<file path="config.mk">
export PLATFORM = sky130hd
export DESIGN_NAME = lcd_ctrl
export DESIGN_NICKNAME = d
export VERILOG_FILES = /design/src/common/lcd_pkg.sv /design/src/logic/lcd_ctrl.sv /design/src/logic/lcd_bus_writer.sv /design/src/logic/lcd_apb_port.sv /design/src/lcd_init/lcd_init_seq.sv /design/src/lcd_init/lcd_init_rom.sv
export SDC_FILE = /design/constraint.sdc
export NUM_CORES = 1
export LEC_CHECK = 0
export ABC_CLOCK_PERIOD_IN_PS = 3700
export BUFFER_PORTS_ARGS = -buffer_cell sky130_fd_sc_hd__clkbuf_2
export CORE_ASPECT_RATIO = 1.25
export CORE_MARGIN = 4
export CORE_UTILIZATION = 53
export CTS_CLUSTER_DIAMETER = 80
export CTS_CLUSTER_SIZE = 25
export DETAILED_ROUTE_END_ITERATION = 12
export PLACE_DENSITY_LB_ADDON = 0.2
export SLEW_MARGIN = 20
export SYNTH_ARGS = -nofsm -noshare
export SYNTH_HDL_FRONTEND = slang
export SYNTH_SLANG_ARGS = --single-unit
</file>
<file path="constraint.sdc">
create_clock -name pclk -period 3.7 [get_ports pclk]
set_clock_uncertainty 0.2 [all_clocks]
set_input_delay 0.74 -clock pclk [delete_from_list [all_inputs] [get_ports pclk]]
set_output_delay 0.74 -clock pclk [all_outputs]
set_load 0.005 [all_outputs]
</file>
<file path="src/common/lcd_pkg.sv">
package lcd_pkg;

    // bus and table widths
    typedef logic [15:0] lcd_data_t;
    typedef logic [4:0]  rom_addr_t;
    typedef logic [7:0]  apb_addr_t;

    // counter widths
    typedef logic [7:0]  delay_cnt_t;
    typedef logic [7:0]  fill_cnt_t;
    typedef logic [1:0]  wr_cnt_t;

    // one word on its way to the writer
    typedef struct packed {
        logic      rs;          // 0 command, 1 data
        lcd_data_t data;
    } lcd_word_t;

    typedef struct packed {
        logic      rs;
        logic      wait_after;  // settle after this word
        lcd_data_t data;
    } rom_entry_t;

    // panel pins
    typedef struct packed {
        logic      cs_n;
        logic      rs;
        logic      wr_n;
        lcd_data_t db;
    } lcd_bus_t;

    localparam int INIT_ROM_DEPTH    = 18;
    localparam int INIT_DELAY_CYCLES = 200;    // scaled down for sim
    localparam int FILL_WORDS        = 128;    // 16 x 8 window
    localparam lcd_data_t FILL_COLOR = 16'hFFFF;

    // strobe shape
    localparam int WR_LOW_CYCLES  = 2;
    localparam int WR_HIGH_CYCLES = 2;

    // apb register map
    localparam apb_addr_t REG_CMD    = 8'h00;  // write only
    localparam apb_addr_t REG_DATA   = 8'h04;  // write only
    localparam apb_addr_t REG_STATUS = 8'h08;  // read only

    localparam int STAT_INIT_DONE_BIT = 0;
    localparam int STAT_SLOT_FULL_BIT = 1;

endpackage
</file>
<file path="src/logic/lcd_ctrl.sv">
module lcd_ctrl (
    input  logic               pclk,
    input  logic               rst_n,
    input  logic               psel,
    input  logic               penable,
    input  logic               pwrite,
    input  lcd_pkg::apb_addr_t paddr,
    input  logic [31:0]        pwdata,
    output logic [31:0]        prdata,
    output logic               pready,
    output logic               pslverr,
    output lcd_pkg::lcd_bus_t  lcd
);

    lcd_pkg::rom_addr_t  rom_addr;
    lcd_pkg::rom_entry_t rom_entry;
    lcd_pkg::lcd_word_t  init_word;
    logic                init_valid;
    logic                init_ready;
    logic                init_done;
    lcd_pkg::lcd_word_t  host_word;
    logic                host_valid;
    logic                host_ready;

    lcd_init_rom rom_i (
        .pclk      (pclk),
        .rom_addr  (rom_addr),
        .rom_entry (rom_entry)
    );

    lcd_init_seq seq_i (
        .pclk       (pclk),
        .rst_n      (rst_n),
        .rom_addr   (rom_addr),
        .rom_entry  (rom_entry),
        .init_word  (init_word),
        .init_valid (init_valid),
        .init_ready (init_ready),
        .init_done  (init_done)
    );

    lcd_apb_port apb_i (
        .pclk       (pclk),
        .rst_n      (rst_n),
        .psel       (psel),
        .penable    (penable),
        .pwrite     (pwrite),
        .paddr      (paddr),
        .pwdata     (pwdata),
        .prdata     (prdata),
        .pready     (pready),
        .pslverr    (pslverr),
        .init_done  (init_done),
        .host_word  (host_word),
        .host_valid (host_valid),
        .host_ready (host_ready)
    );

    lcd_bus_writer writer_i (
        .pclk       (pclk),
        .rst_n      (rst_n),
        .init_word  (init_word),
        .init_valid (init_valid),
        .init_ready (init_ready),
        .host_word  (host_word),
        .host_valid (host_valid),
        .host_ready (host_ready),
        .lcd        (lcd)
    );

endmodule

</file>
<file path="src/logic/lcd_bus_writer.sv">
module lcd_bus_writer (
    input  logic               pclk,
    input  logic               rst_n,
    input  lcd_pkg::lcd_word_t init_word,
    input  logic               init_valid,
    output logic               init_ready,
    input  lcd_pkg::lcd_word_t host_word,
    input  logic               host_valid,
    output logic               host_ready,
    output lcd_pkg::lcd_bus_t  lcd
);

    typedef enum logic [1:0] {
        WR_IDLE,
        WR_LOW,
        WR_HIGH
    } wr_state_t;

    wr_state_t          state;
    lcd_pkg::wr_cnt_t   cnt;
    lcd_pkg::lcd_word_t word_q;
    logic               cs_n_q;
    logic               wr_n_q;
    logic               idle;
    logic               take;

    assign idle = state == WR_IDLE;

    // init stream always wins
    assign init_ready = idle && init_valid;
    assign host_ready = idle && !init_valid;
    assign take       = init_ready || (host_ready && host_valid);

    assign lcd = '{cs_n: cs_n_q, rs: word_q.rs, wr_n: wr_n_q, db: word_q.data};

    always_ff @(posedge pclk) begin
        if (take) begin
            word_q <= init_valid ? init_word : host_word;
        end
    end

    always_ff @(posedge pclk) begin
        if (!rst_n) begin
            state  <= WR_IDLE;
            cnt    <= '0;
            cs_n_q <= 1'b1;
            wr_n_q <= 1'b1;
        end else begin
            case (state)
                WR_IDLE: begin
                    if (take) begin
                        state  <= WR_LOW;
                        cnt    <= '0;
                        cs_n_q <= 1'b0;
                        wr_n_q <= 1'b0;
                    end
                end
                WR_LOW: begin
                    if (cnt == lcd_pkg::wr_cnt_t'(lcd_pkg::WR_LOW_CYCLES - 1)) begin
                        state  <= WR_HIGH;
                        cnt    <= '0;
                        wr_n_q <= 1'b1;    // panel latches here
                    end else begin
                        cnt <= cnt + 1'b1;
                    end
                end
                WR_HIGH: begin
                    if (cnt == lcd_pkg::wr_cnt_t'(lcd_pkg::WR_HIGH_CYCLES - 1)) begin
                        state  <= WR_IDLE;
                        cnt    <= '0;
                        cs_n_q <= 1'b1;
                    end else begin
                        cnt <= cnt + 1'b1;    // hold time
                    end
                end
                default: begin
                    state <= WR_IDLE;
                end
            endcase
        end
    end

    a_wr_in_cs: assert property (
        @(posedge pclk) disable iff (!rst_n)
        !lcd.wr_n |-> !lcd.cs_n
    ) else $error("write strobe low with chip select high");

    // rs and db must not move during a selected cycle
    a_bus_stable: assert property (
        @(posedge pclk) disable iff (!rst_n)
        !lcd.cs_n && !$past(lcd.cs_n) |-> $stable({lcd.rs, lcd.db})
    ) else $error("rs/db changed inside a write cycle");

endmodule

</file>
<file path="src/logic/lcd_apb_port.sv">
module lcd_apb_port (
    input  logic               pclk,
    input  logic               rst_n,
    input  logic               psel,
    input  logic               penable,
    input  logic               pwrite,
    input  lcd_pkg::apb_addr_t paddr,
    input  logic [31:0]        pwdata,
    output logic [31:0]        prdata,
    output logic               pready,
    output logic               pslverr,
    input  logic               init_done,
    output lcd_pkg::lcd_word_t host_word,
    output logic               host_valid,
    input  logic               host_ready
);

    logic               access;
    logic               hit_cmd;
    logic               hit_data;
    logic               hit_status;
    logic               push;        // write to cmd or data
    logic               stat_rd;
    logic               bad;
    logic               load;
    logic [31:0]        status;
    lcd_pkg::lcd_word_t slot_q;
    logic               slot_full_q;

    assign access     = psel && penable;
    assign hit_cmd    = paddr == lcd_pkg::REG_CMD;
    assign hit_data   = paddr == lcd_pkg::REG_DATA;
    assign hit_status = paddr == lcd_pkg::REG_STATUS;

    assign push    = pwrite && (hit_cmd || hit_data);
    assign stat_rd = !pwrite && hit_status;
    // host writes are refused until the panel is initialised
    assign bad     = !(push || stat_rd) || (push && !init_done);
    assign load    = access && push && !bad && !slot_full_q;

    // full slot stretches the access phase
    assign pready  = access && (bad || stat_rd || load);
    assign pslverr = access && bad;

    always_comb begin
        status = '0;
        status[lcd_pkg::STAT_INIT_DONE_BIT] = init_done;
        status[lcd_pkg::STAT_SLOT_FULL_BIT] = slot_full_q;
    end

    assign prdata = (access && stat_rd) ? status : '0;

    assign host_valid = slot_full_q;
    assign host_word  = slot_q;

    always_ff @(posedge pclk) begin
        if (load) begin
            slot_q <= '{rs: hit_data, data: pwdata[15:0]};
        end
    end

    always_ff @(posedge pclk) begin
        if (!rst_n) begin
            slot_full_q <= 1'b0;
        end else if (load) begin
            slot_full_q <= 1'b1;
        end else if (host_valid && host_ready) begin
            slot_full_q <= 1'b0;    // writer took it
        end
    end

    // access phase always follows a setup cycle
    a_pready_access: assert property (
        @(posedge pclk) disable iff (!rst_n)
        pready |-> psel && penable && $past(psel)
    ) else $error("pready outside access phase");

endmodule

</file>
<file path="src/lcd_init/lcd_init_seq.sv">
module lcd_init_seq (
    input  logic                pclk,
    input  logic                rst_n,
    output lcd_pkg::rom_addr_t  rom_addr,
    input  lcd_pkg::rom_entry_t rom_entry,
    output lcd_pkg::lcd_word_t  init_word,
    output logic                init_valid,
    input  logic                init_ready,
    output logic                init_done
);

    typedef enum logic [2:0] {
        SEQ_FETCH,
        SEQ_ISSUE,
        SEQ_DELAY,
        SEQ_FILL,
        SEQ_DONE
    } seq_state_t;

    seq_state_t          state;
    lcd_pkg::rom_addr_t  addr_q;
    logic                tbl_end_q;    // last table word taken
    lcd_pkg::delay_cnt_t delay_cnt;
    lcd_pkg::fill_cnt_t  fill_cnt;
    logic                accept;
    logic                last_entry;

    assign accept     = init_valid && init_ready;
    assign last_entry = addr_q == lcd_pkg::rom_addr_t'(lcd_pkg::INIT_ROM_DEPTH - 1);
    assign rom_addr   = addr_q;
    assign init_valid = (state == SEQ_ISSUE) || (state == SEQ_FILL);

    always_comb begin
        if (state == SEQ_FILL) begin
            init_word = '{rs: 1'b1, data: lcd_pkg::FILL_COLOR};
        end else begin
            init_word = '{rs: rom_entry.rs, data: rom_entry.data};
        end
    end

    always_ff @(posedge pclk) begin
        if (!rst_n) begin
            state     <= SEQ_FETCH;
            addr_q    <= '0;
            tbl_end_q <= 1'b0;
            delay_cnt <= '0;
            fill_cnt  <= '0;
            init_done <= 1'b0;
        end else begin
            case (state)
                SEQ_FETCH: begin
                    state <= SEQ_ISSUE;    // rom output valid next cycle
                end
                SEQ_ISSUE: begin
                    if (accept) begin
                        // step the address now so the next row is
                        // already read out when a delay ends
                        if (last_entry) begin
                            tbl_end_q <= 1'b1;
                        end else begin
                            addr_q <= addr_q + 1'b1;
                        end
                        delay_cnt <= '0;
                        fill_cnt  <= lcd_pkg::fill_cnt_t'(lcd_pkg::FILL_WORDS - 1);
                        if (rom_entry.wait_after) begin
                            state <= SEQ_DELAY;
                        end else if (last_entry) begin
                            state <= SEQ_FILL;
                        end else begin
                            state <= SEQ_FETCH;
                        end
                    end
                end
                SEQ_DELAY: begin
                    if (delay_cnt == lcd_pkg::delay_cnt_t'(lcd_pkg::INIT_DELAY_CYCLES - 1)) begin
                        state <= tbl_end_q ? SEQ_FILL : SEQ_ISSUE;
                    end else begin
                        delay_cnt <= delay_cnt + 1'b1;
                    end
                end
                SEQ_FILL: begin
                    if (accept) begin
                        if (fill_cnt == '0) begin
                            state     <= SEQ_DONE;
                            init_done <= 1'b1;
                        end else begin
                            fill_cnt <= fill_cnt - 1'b1;
                        end
                    end
                end
                SEQ_DONE: begin
                    state <= SEQ_DONE;    // host owns the bus from here
                end
                default: begin
                    state <= SEQ_FETCH;
                end
            endcase
        end
    end

    // a word offered to the writer is held until taken
    a_init_hold: assert property (
        @(posedge pclk) disable iff (!rst_n)
        init_valid && !init_ready |=> init_valid && $stable(init_word)
    ) else $error("init word changed before it was accepted");

endmodule

</file>
<file path="src/lcd_init/lcd_init_rom.sv">
module lcd_init_rom (
    input  logic                pclk,
    input  lcd_pkg::rom_addr_t  rom_addr,
    output lcd_pkg::rom_entry_t rom_entry
);

    // fields are rs, wait_after, data
    always_ff @(posedge pclk) begin
        case (rom_addr)
            5'd0:    rom_entry <= '{1'b0, 1'b1, 16'h0001};  // soft reset
            5'd1:    rom_entry <= '{1'b0, 1'b1, 16'h0011};  // sleep out
            5'd2:    rom_entry <= '{1'b0, 1'b0, 16'h003A};  // pixel format
            5'd3:    rom_entry <= '{1'b1, 1'b0, 16'h0055};  // 16 bpp
            5'd4:    rom_entry <= '{1'b0, 1'b0, 16'h0036};  // memory access ctrl
            5'd5:    rom_entry <= '{1'b1, 1'b0, 16'h0000};
            5'd6:    rom_entry <= '{1'b0, 1'b0, 16'h002A};  // column address
            5'd7:    rom_entry <= '{1'b1, 1'b0, 16'h0000};
            5'd8:    rom_entry <= '{1'b1, 1'b0, 16'h0000};
            5'd9:    rom_entry <= '{1'b1, 1'b0, 16'h0000};
            5'd10:   rom_entry <= '{1'b1, 1'b0, 16'h000F};  // last column 15
            5'd11:   rom_entry <= '{1'b0, 1'b0, 16'h002B};  // row address
            5'd12:   rom_entry <= '{1'b1, 1'b0, 16'h0000};
            5'd13:   rom_entry <= '{1'b1, 1'b0, 16'h0000};
            5'd14:   rom_entry <= '{1'b1, 1'b0, 16'h0000};
            5'd15:   rom_entry <= '{1'b1, 1'b0, 16'h0007};  // last row 7
            5'd16:   rom_entry <= '{1'b0, 1'b0, 16'h0029};  // display on
            5'd17:   rom_entry <= '{1'b0, 1'b0, 16'h002C};  // memory write
            default: rom_entry <= '0;
        endcase
    end

endmodule

</file>
# After elaboration in Yosys (flattened, before gate mapping)
# Memory sizes are Yosys's and may differ from the RTL's. A register that Yosys moved wholly into a read port is not among the register bits.
# Index checks and enable logic that the tools add are counted.
[totals]
memories = 1
rom_bits = 288
ram_bits = 0
latchBits = 0
elab_cells = 121
input_bits = 45
register_bits = 83
out_inout_bits = 53
[memory_table]
columns = ["name", "depth", "width", "read_ports", "rd_clocked_by_memory_dff", "write_ports", "line", "text"]
rows = [
  ["(no name shown)", 32, 9, 1, 1, 0, "lcd_init_rom.sv:9", "case (rom_addr)"],
]
[op_classes]
n_lt_le_gt_ge = 0
mul = 0
eq_ne = 20
reduce_logical = 48
shift = 0
div_mod_pow = 0
addsub = 4
bitwise = 1
n_mux = 31
[ops]
columns = ["op", "count"]
rows = [
  ["$mux W8", 5],
  ["$mux W17", 2],
  ["$pmux W8 S2", 2],
  ["$reduce_and A3 Y1", 7],
  ["$logic_not A8 Y1", 2],
  ["$mux W2", 8],
  ["$mux W3", 5],
  ["$pmux W3 S5", 1],
  ["$logic_and A1 B1 Y1", 14],
  ["$reduce_bool A2 Y1", 6],
  ["$ne A2 B1 Y1 const B", 5],
  ["$add A8 B1 Y8 const B", 1],
  ["$eq A8 B3 Y1 const B", 1],
  ["$eq A8 B4 Y1 const B", 1],
  ["$eq A8 B8 Y1 const B", 1],
  ["$ne A2 B2 Y1 const B", 4],
  ["$reduce_and A4 Y1", 2],
  ["$sub A8 B1 Y8 const B", 1],
  ["$logic_or A1 B1 Y1", 7],
  ["$eq A3 B2 Y1 const B", 2],
  ["$logic_not A1 Y1", 6],
  ["$pmux W2 S3", 1],
  ["$add A5 B1 Y5 const B", 1],
  ["$eq A5 B5 Y1 const B", 1],
  ["other kinds (13)", 18],
]

# Longest topological paths before layout
[logic_depth]
ltp_word = 11
ltp_mapped = 8
ltp_nobuf = 6

# Hierarchy
# Synthesis repeated with hierarchy kept, for this count alone.
[hier_totals]
cells_unflattened = 380
hier_area_um2 = 4046.4
[by_module_without_submodules]
columns = ["module", "seq_area_each_um2", "area_per_inst_um2", "cells_per_inst", "n_inst"]
rows = [
  ["lcd_init_seq", 520.5, 1559.0, 176, 1],
  ["lcd_bus_writer", 630.6, 1077.3, 81, 1],
  ["lcd_apb_port", 530.5, 893.4, 67, 1],
  ["lcd_init_rom", 180.2, 516.7, 56, 1],
]

# Worst setup path after synthesis
# No wires, ideal clock.
[synth_path]
path_kind = "input -> register"
start = "input paddr[5]"
end = "register apb_i.slot_q, in the netlist apb_i.host_word[0], enable pin"
slack_ns = 0.659
arrival_ns = 2.451
setup_ns = 0.390
t_required_ns = 3.110
cell_stages = 4
path_buffers = 0
cell_sequence = "or4_1 -> nor3_1 -> nand4_1 -> nor2_1"
[synth_between]
elab_chain_len = 9
word_cells_on_any_way = 14
classes_between = "eq/ne (2); reduce/logical (12)"
[synth_lines]
columns = ["element", "line", "text"]
rows = [
  ["start, declared", "lcd_ctrl.sv:7", "input lcd_pkg::apb_addr_t paddr,"],
  ["$eq A8 B3 Y1 / $logic_not A8 Y1 (equally long branches)", "lcd_apb_port.sv:32, lcd_apb_port.sv:31", ""],
  ["$logic_or A1 B1 Y1", "lcd_apb_port.sv:35", "assign push = pwrite && (hit_cmd || hit_data);"],
  ["$logic_and A1 B1 Y1", "lcd_apb_port.sv:35", ""],
  ["$logic_or A1 B1 Y1", "lcd_apb_port.sv:38", "assign bad = !(push || stat_rd) || (push && !init_done);"],
  ["$logic_not A1 Y1", "lcd_apb_port.sv:38", ""],
  ["$logic_or A1 B1 Y1", "lcd_apb_port.sv:38", ""],
  ["$logic_not A1 Y1", "lcd_apb_port.sv:39", "assign load = access && push && !bad && !slot_full_q;"],
  ["$logic_and A1 B1 Y1 (*) (2 in a row)", "lcd_apb_port.sv:39", ""],
  ["named net apb_i.load", "lcd_apb_port.sv:25", "logic load;"],
  ["end signal, assigned", "lcd_apb_port.sv:58", "slot_q <= '{rs: hit_data, data: pwdata[15:0]};"],
  ["end, declared", "lcd_apb_port.sv:27", "lcd_pkg::lcd_word_t slot_q;"],
]
# The timed path passes the listed nets; every way through them passes the cells marked *.
# A chain may end at the register's enable or synchronous reset.

# Worst setup path in the final report
[layout_path]
start = "input paddr[5]"
end = "output pslverr"
[layout_between]
elab_chain_len = 7
word_cells_on_any_way = 11
classes_between = "eq/ne (2); reduce/logical (9)"
[layout_lines]
columns = ["element", "line", "text"]
rows = [
  ["$eq A8 B3 Y1 / $logic_not A8 Y1 (equally long branches)", "lcd_apb_port.sv:32, lcd_apb_port.sv:31", ""],
  ["$logic_or A1 B1 Y1", "lcd_apb_port.sv:35", ""],
  ["$logic_and A1 B1 Y1", "lcd_apb_port.sv:35", ""],
  ["$logic_or A1 B1 Y1", "lcd_apb_port.sv:38", ""],
  ["$logic_not A1 Y1", "lcd_apb_port.sv:38", ""],
  ["$logic_or A1 B1 Y1 (*)", "lcd_apb_port.sv:38", ""],
  ["$logic_and A1 B1 Y1 (*)", "lcd_apb_port.sv:43", "assign pslverr = access && bad;"],
  ["end, declared", "lcd_ctrl.sv:11", "output logic pslverr,"],
]
# Mark *: on every way between the ends. The rest lies on a longest branch, timed or not.

==> results.sh <==
export IMPL_status="finished clean"
export IMPL_yosysWarningCount=0
export IMPL_path_cells="clkbuf_2, or4_1, nor3_1, o21a_1, nor2_1, clkbuf_2"
export IMPL_totalNegativeSetupSlack_ns=0
export IMPL_netlist_area_um2=3717
export IMPL_criticalPathCategory="in -> out"
export IMPL_crit_fanout=4
export IMPL_synth_top_cell_area_share_pct=27.47
export IMPL_numClockSinks=76
export IMPL_reg2reg_from="writer_i.state[1]"
export IMPL_crit_path_frequent_cell="clkbuf_2"
export IMPL_grt_max_degree=21
export IMPL_end_kind="output port"
export IMPL_layout_drive_gt1_share_pct=17.32
export IMPL_grt_overflow=0
export IMPL_leakage_nw=1.744
export IMPL_holdPathEnd="writer_i.cnt[1]"
export IMPL_fp_dieArea_um2=8426
export IMPL_finalWirelength_um=6972
export IMPL_cellPowerDensity_nw_per_um2=674.1
export IMPL_finalNonFillerCells=520
export IMPL_root_buffer="clkbuf_8"
export IMPL_crit_required_ns=2.76
export IMPL_critPathSlowestCell="or4_1"
export IMPL_critPathMaxStageDelay_ns=0.55
export IMPL_pwr_share_seq_pct=43.3
export IMPL_synth_top_cell_by_area="edfxtp_1"
export IMPL_hold_start="writer_i.cnt[1]"
export IMPL_tritoncts="done"
export IMPL_drt_initial_drc_count=103
export IMPL_ys_seq_area_share_pct=50.08
export IMPL_place_gp_congestion=0.7913
export IMPL_cp_arrival_ns=2.05
export IMPL_cpLargestDelayFamily="simple AND/OR/NAND/NOR gates"
export IMPL_cts_setup_buffers=0
export IMPL_hold_buffers=0
export IMPL_syn_avg_cell_area_um2=9.681
export IMPL_reg2reg_slack_ns=1.25
export IMPL_dp_slack_ns=0.7046
export IMPL_syn_to_final_growth_pct=11.41
export IMPL_worstSetupStartpoint="paddr[5]"
export IMPL_antenna_found_initial=0
export IMPL_cts_buffers=9
export IMPL_first_pass_iters=4
export IMPL_dieHeight_um=101.6
export IMPL_switching_power_mw=0.9297
export IMPL_via_count=2753
export IMPL_routed_via_density=5.294
export IMPL_min_period_ns=2.991
export IMPL_total_power_mw=2.792
export IMPL_critical_path_buf_inv_count=2
export IMPL_synth_most_common_cell="nand2_1"
export IMPL_whs_path_depth=2
export IMPL_p_int_mw=1.862
export IMPL_initial_core_util_pct=55.57
export IMPL_synth_edf_count=34
export IMPL_h_tree_depth=3
export IMPL_drc_errors=0
export IMPL_grt_pass1_wl_um=11550
export IMPL_final_setup_viol_count=0
export IMPL_fin_nets=486
export IMPL_clock_fmax_mhz=334.4
export IMPL_worstMarginPinSlew_ns=0.7514
export IMPL_async_flop_share_pct=0
export IMPL_combPwrFrac_pct=29.8
export IMPL_ir_worst_vdd_v=0.0003502
export IMPL_hold_class="reg -> reg"
export IMPL_rows=33
export IMPL_rr_worst_depth=6
export IMPL_die_w_um=82.91
export IMPL_path_clk_slew_ns=0.07
export IMPL_ys_ff_latch=76
export IMPL_io_pins=98
export IMPL_fin_crit_sh_pct=80.83
export IMPL_grt_pass1_vias=2519
export IMPL_slew_headroom_pct=49.81
export IMPL_fill_cells=571
export IMPL_clockBufferDepth=2
export IMPL_drv_cap=0
export IMPL_yosys_top_cells_count="nand2_1, dfxtp_1, edfxtp_1"
export IMPL_grt_usage_pct=16.88
export IMPL_setup_ws_ns=0.7094
export IMPL_synthFlopType="dfxtp_1"
export IMPL_ys_types=56
export IMPL_core_area_um2=6689
export IMPL_wire_per_inst_um=13.41
export IMPL_ant_nets=0
export IMPL_postCtsResizedCells=0
export IMPL_slew_violations=0
export IMPL_insertion_delay_ns=0.36
export IMPL_startpoint_type="input port"
export IMPL_dpl_hpwl_um=5112
export IMPL_antenna_cells=0
export IMPL_port_buffers=51
export IMPL_pwr_share_clk_pct=26.9
export IMPL_rsz0062_at_grt="false"
export IMPL_synth_area_top_cells="edfxtp_1, dfxtp_1, buf_4, nand2_1, ha_1"
export IMPL_final_core_util_pct=61.92
export IMPL_netSwitchingFraction_pct=33.30
export IMPL_place_inst=504
export IMPL_r2r_end="seq_i.fill_cnt[5]"
export IMPL_hold_violations=0
export IMPL_syn_instance_count=384
==> through the flow <==
stage / hold slack, ns / instance area (um2)
finish: 0.2327 / 4141
global route: 0.2691 / 4141
detailed placement: 0.2255 / 3901
global placement: 0.2265 / 3901
floorplan: 0.2123 / 3826
CTS: 0.2378 / 4141
==> per-layer routing <==
metal  track usage [%]  vias up  wire [um]
met1             19.68     1266       2985
met3             4.719        7        451
li1                  -     1393          -
met4             7.547        0        104
met2             29.20       87       3431
met5                 0        -          0
==> worst reg2reg max path, stage by stage, from the launching register on <==
cell and delay, ns:
dfxtp_1 0.34, inv_1 0.09, ha_1 0.38, and3b_1 0.33, o311ai_2 0.20, or4b_2 0.66, a31oi_1 0.18
==> power by group through the flow <==
stage / registers [mW] / clock network [mW] / logic [mW]
after global placement: 1.22 / 0 / 0.811
after CTS: 1.21 / 0.765 / 0.841
final: 1.21 / 0.750 / 0.832
after floorplan: 1.20 / 0 / 0.648
after detailed placement: 1.23 / 0 / 0.836
after global routing: 1.23 / 0.798 / 0.945
==> cell families (layout without fill, tap and decap cells) <==
group / after synthesis / count (layout) / synth area share, %
AND/OR/NAND/NOR: 138 / 138 / 18.95
AO/OA/AOI/OAI: 81 / 81 / 13.80
flip-flops: 76 / 76 / 50.08
buffers and inverters: 63 / 83 / 9.694
adder cells (fa/ha/maj): 13 / 13 / 4.376
XOR/XNOR: 8 / 8 / 1.885
multiplexers: 4 / 4 / 1.111
other: 1 / 30 / 0.1009
==> layout by cell type (no fill, tap or decap), types with 9 or more instances in the layout <==
master,n
a21oi_1,22
edfxtp_1,34
conb_1,30
nor2_1,30
ha_1,13
inv_1,13
clkbuf_2,51
clkbuf_8,9
dfxtp_1,42
o21ai_0,25
nand2_1,49
==> worst max path at each step <==
stage / end / slack, ns / cells after the start
6_report: pslverr / 0.71 / 6
5_1_grt: pslverr / 0.56 / 6
4_1_cts: pslverr / 0.70 / 6
3_5_place_dp: pslverr / 0.70 / 6
3_3_place_gp: pslverr / 0.76 / 6
2_1_floorplan: apb_i.host_word[0] / 0.66 / 4
==> area by class of cell <==
| class | count | area (um2) | area share [%] |
|---|---|---|---|
| Clock inverter | 6 | 112.6 | 2.719 |
| Tap cell | 87 | 108.9 | 2.628 |
| Clock buffer | 10 | 127.6 | 3.082 |
| Timing Repair Buffer | 54 | 277.8 | 6.707 |
| Inverter | 13 | 48.80 | 1.178 |
| Sequential cell | 76 | 1862 | 44.95 |
| Multi-Input combinational cell | 274 | 1604 | 38.73 |
==> flip-flops by register name (all words and copies together) (netlist names) <==
signal,flops
writer_i.lcd,17
writer_i.wr_n_q,1
seq_i.tbl_end_q,1
seq_i.rom_addr,5
seq_i.delay_cnt,8
rom_i.rom_entry,9
writer_i.cs_n_q,1
writer_i.state,2
seq_i.state,3
writer_i.cnt,2
seq_i.init_done,1
apb_i.host_word,17
seq_i.fill_cnt,8
apb_i.host_valid,1
No activity file was read; power rests on OpenSTA's default activity.
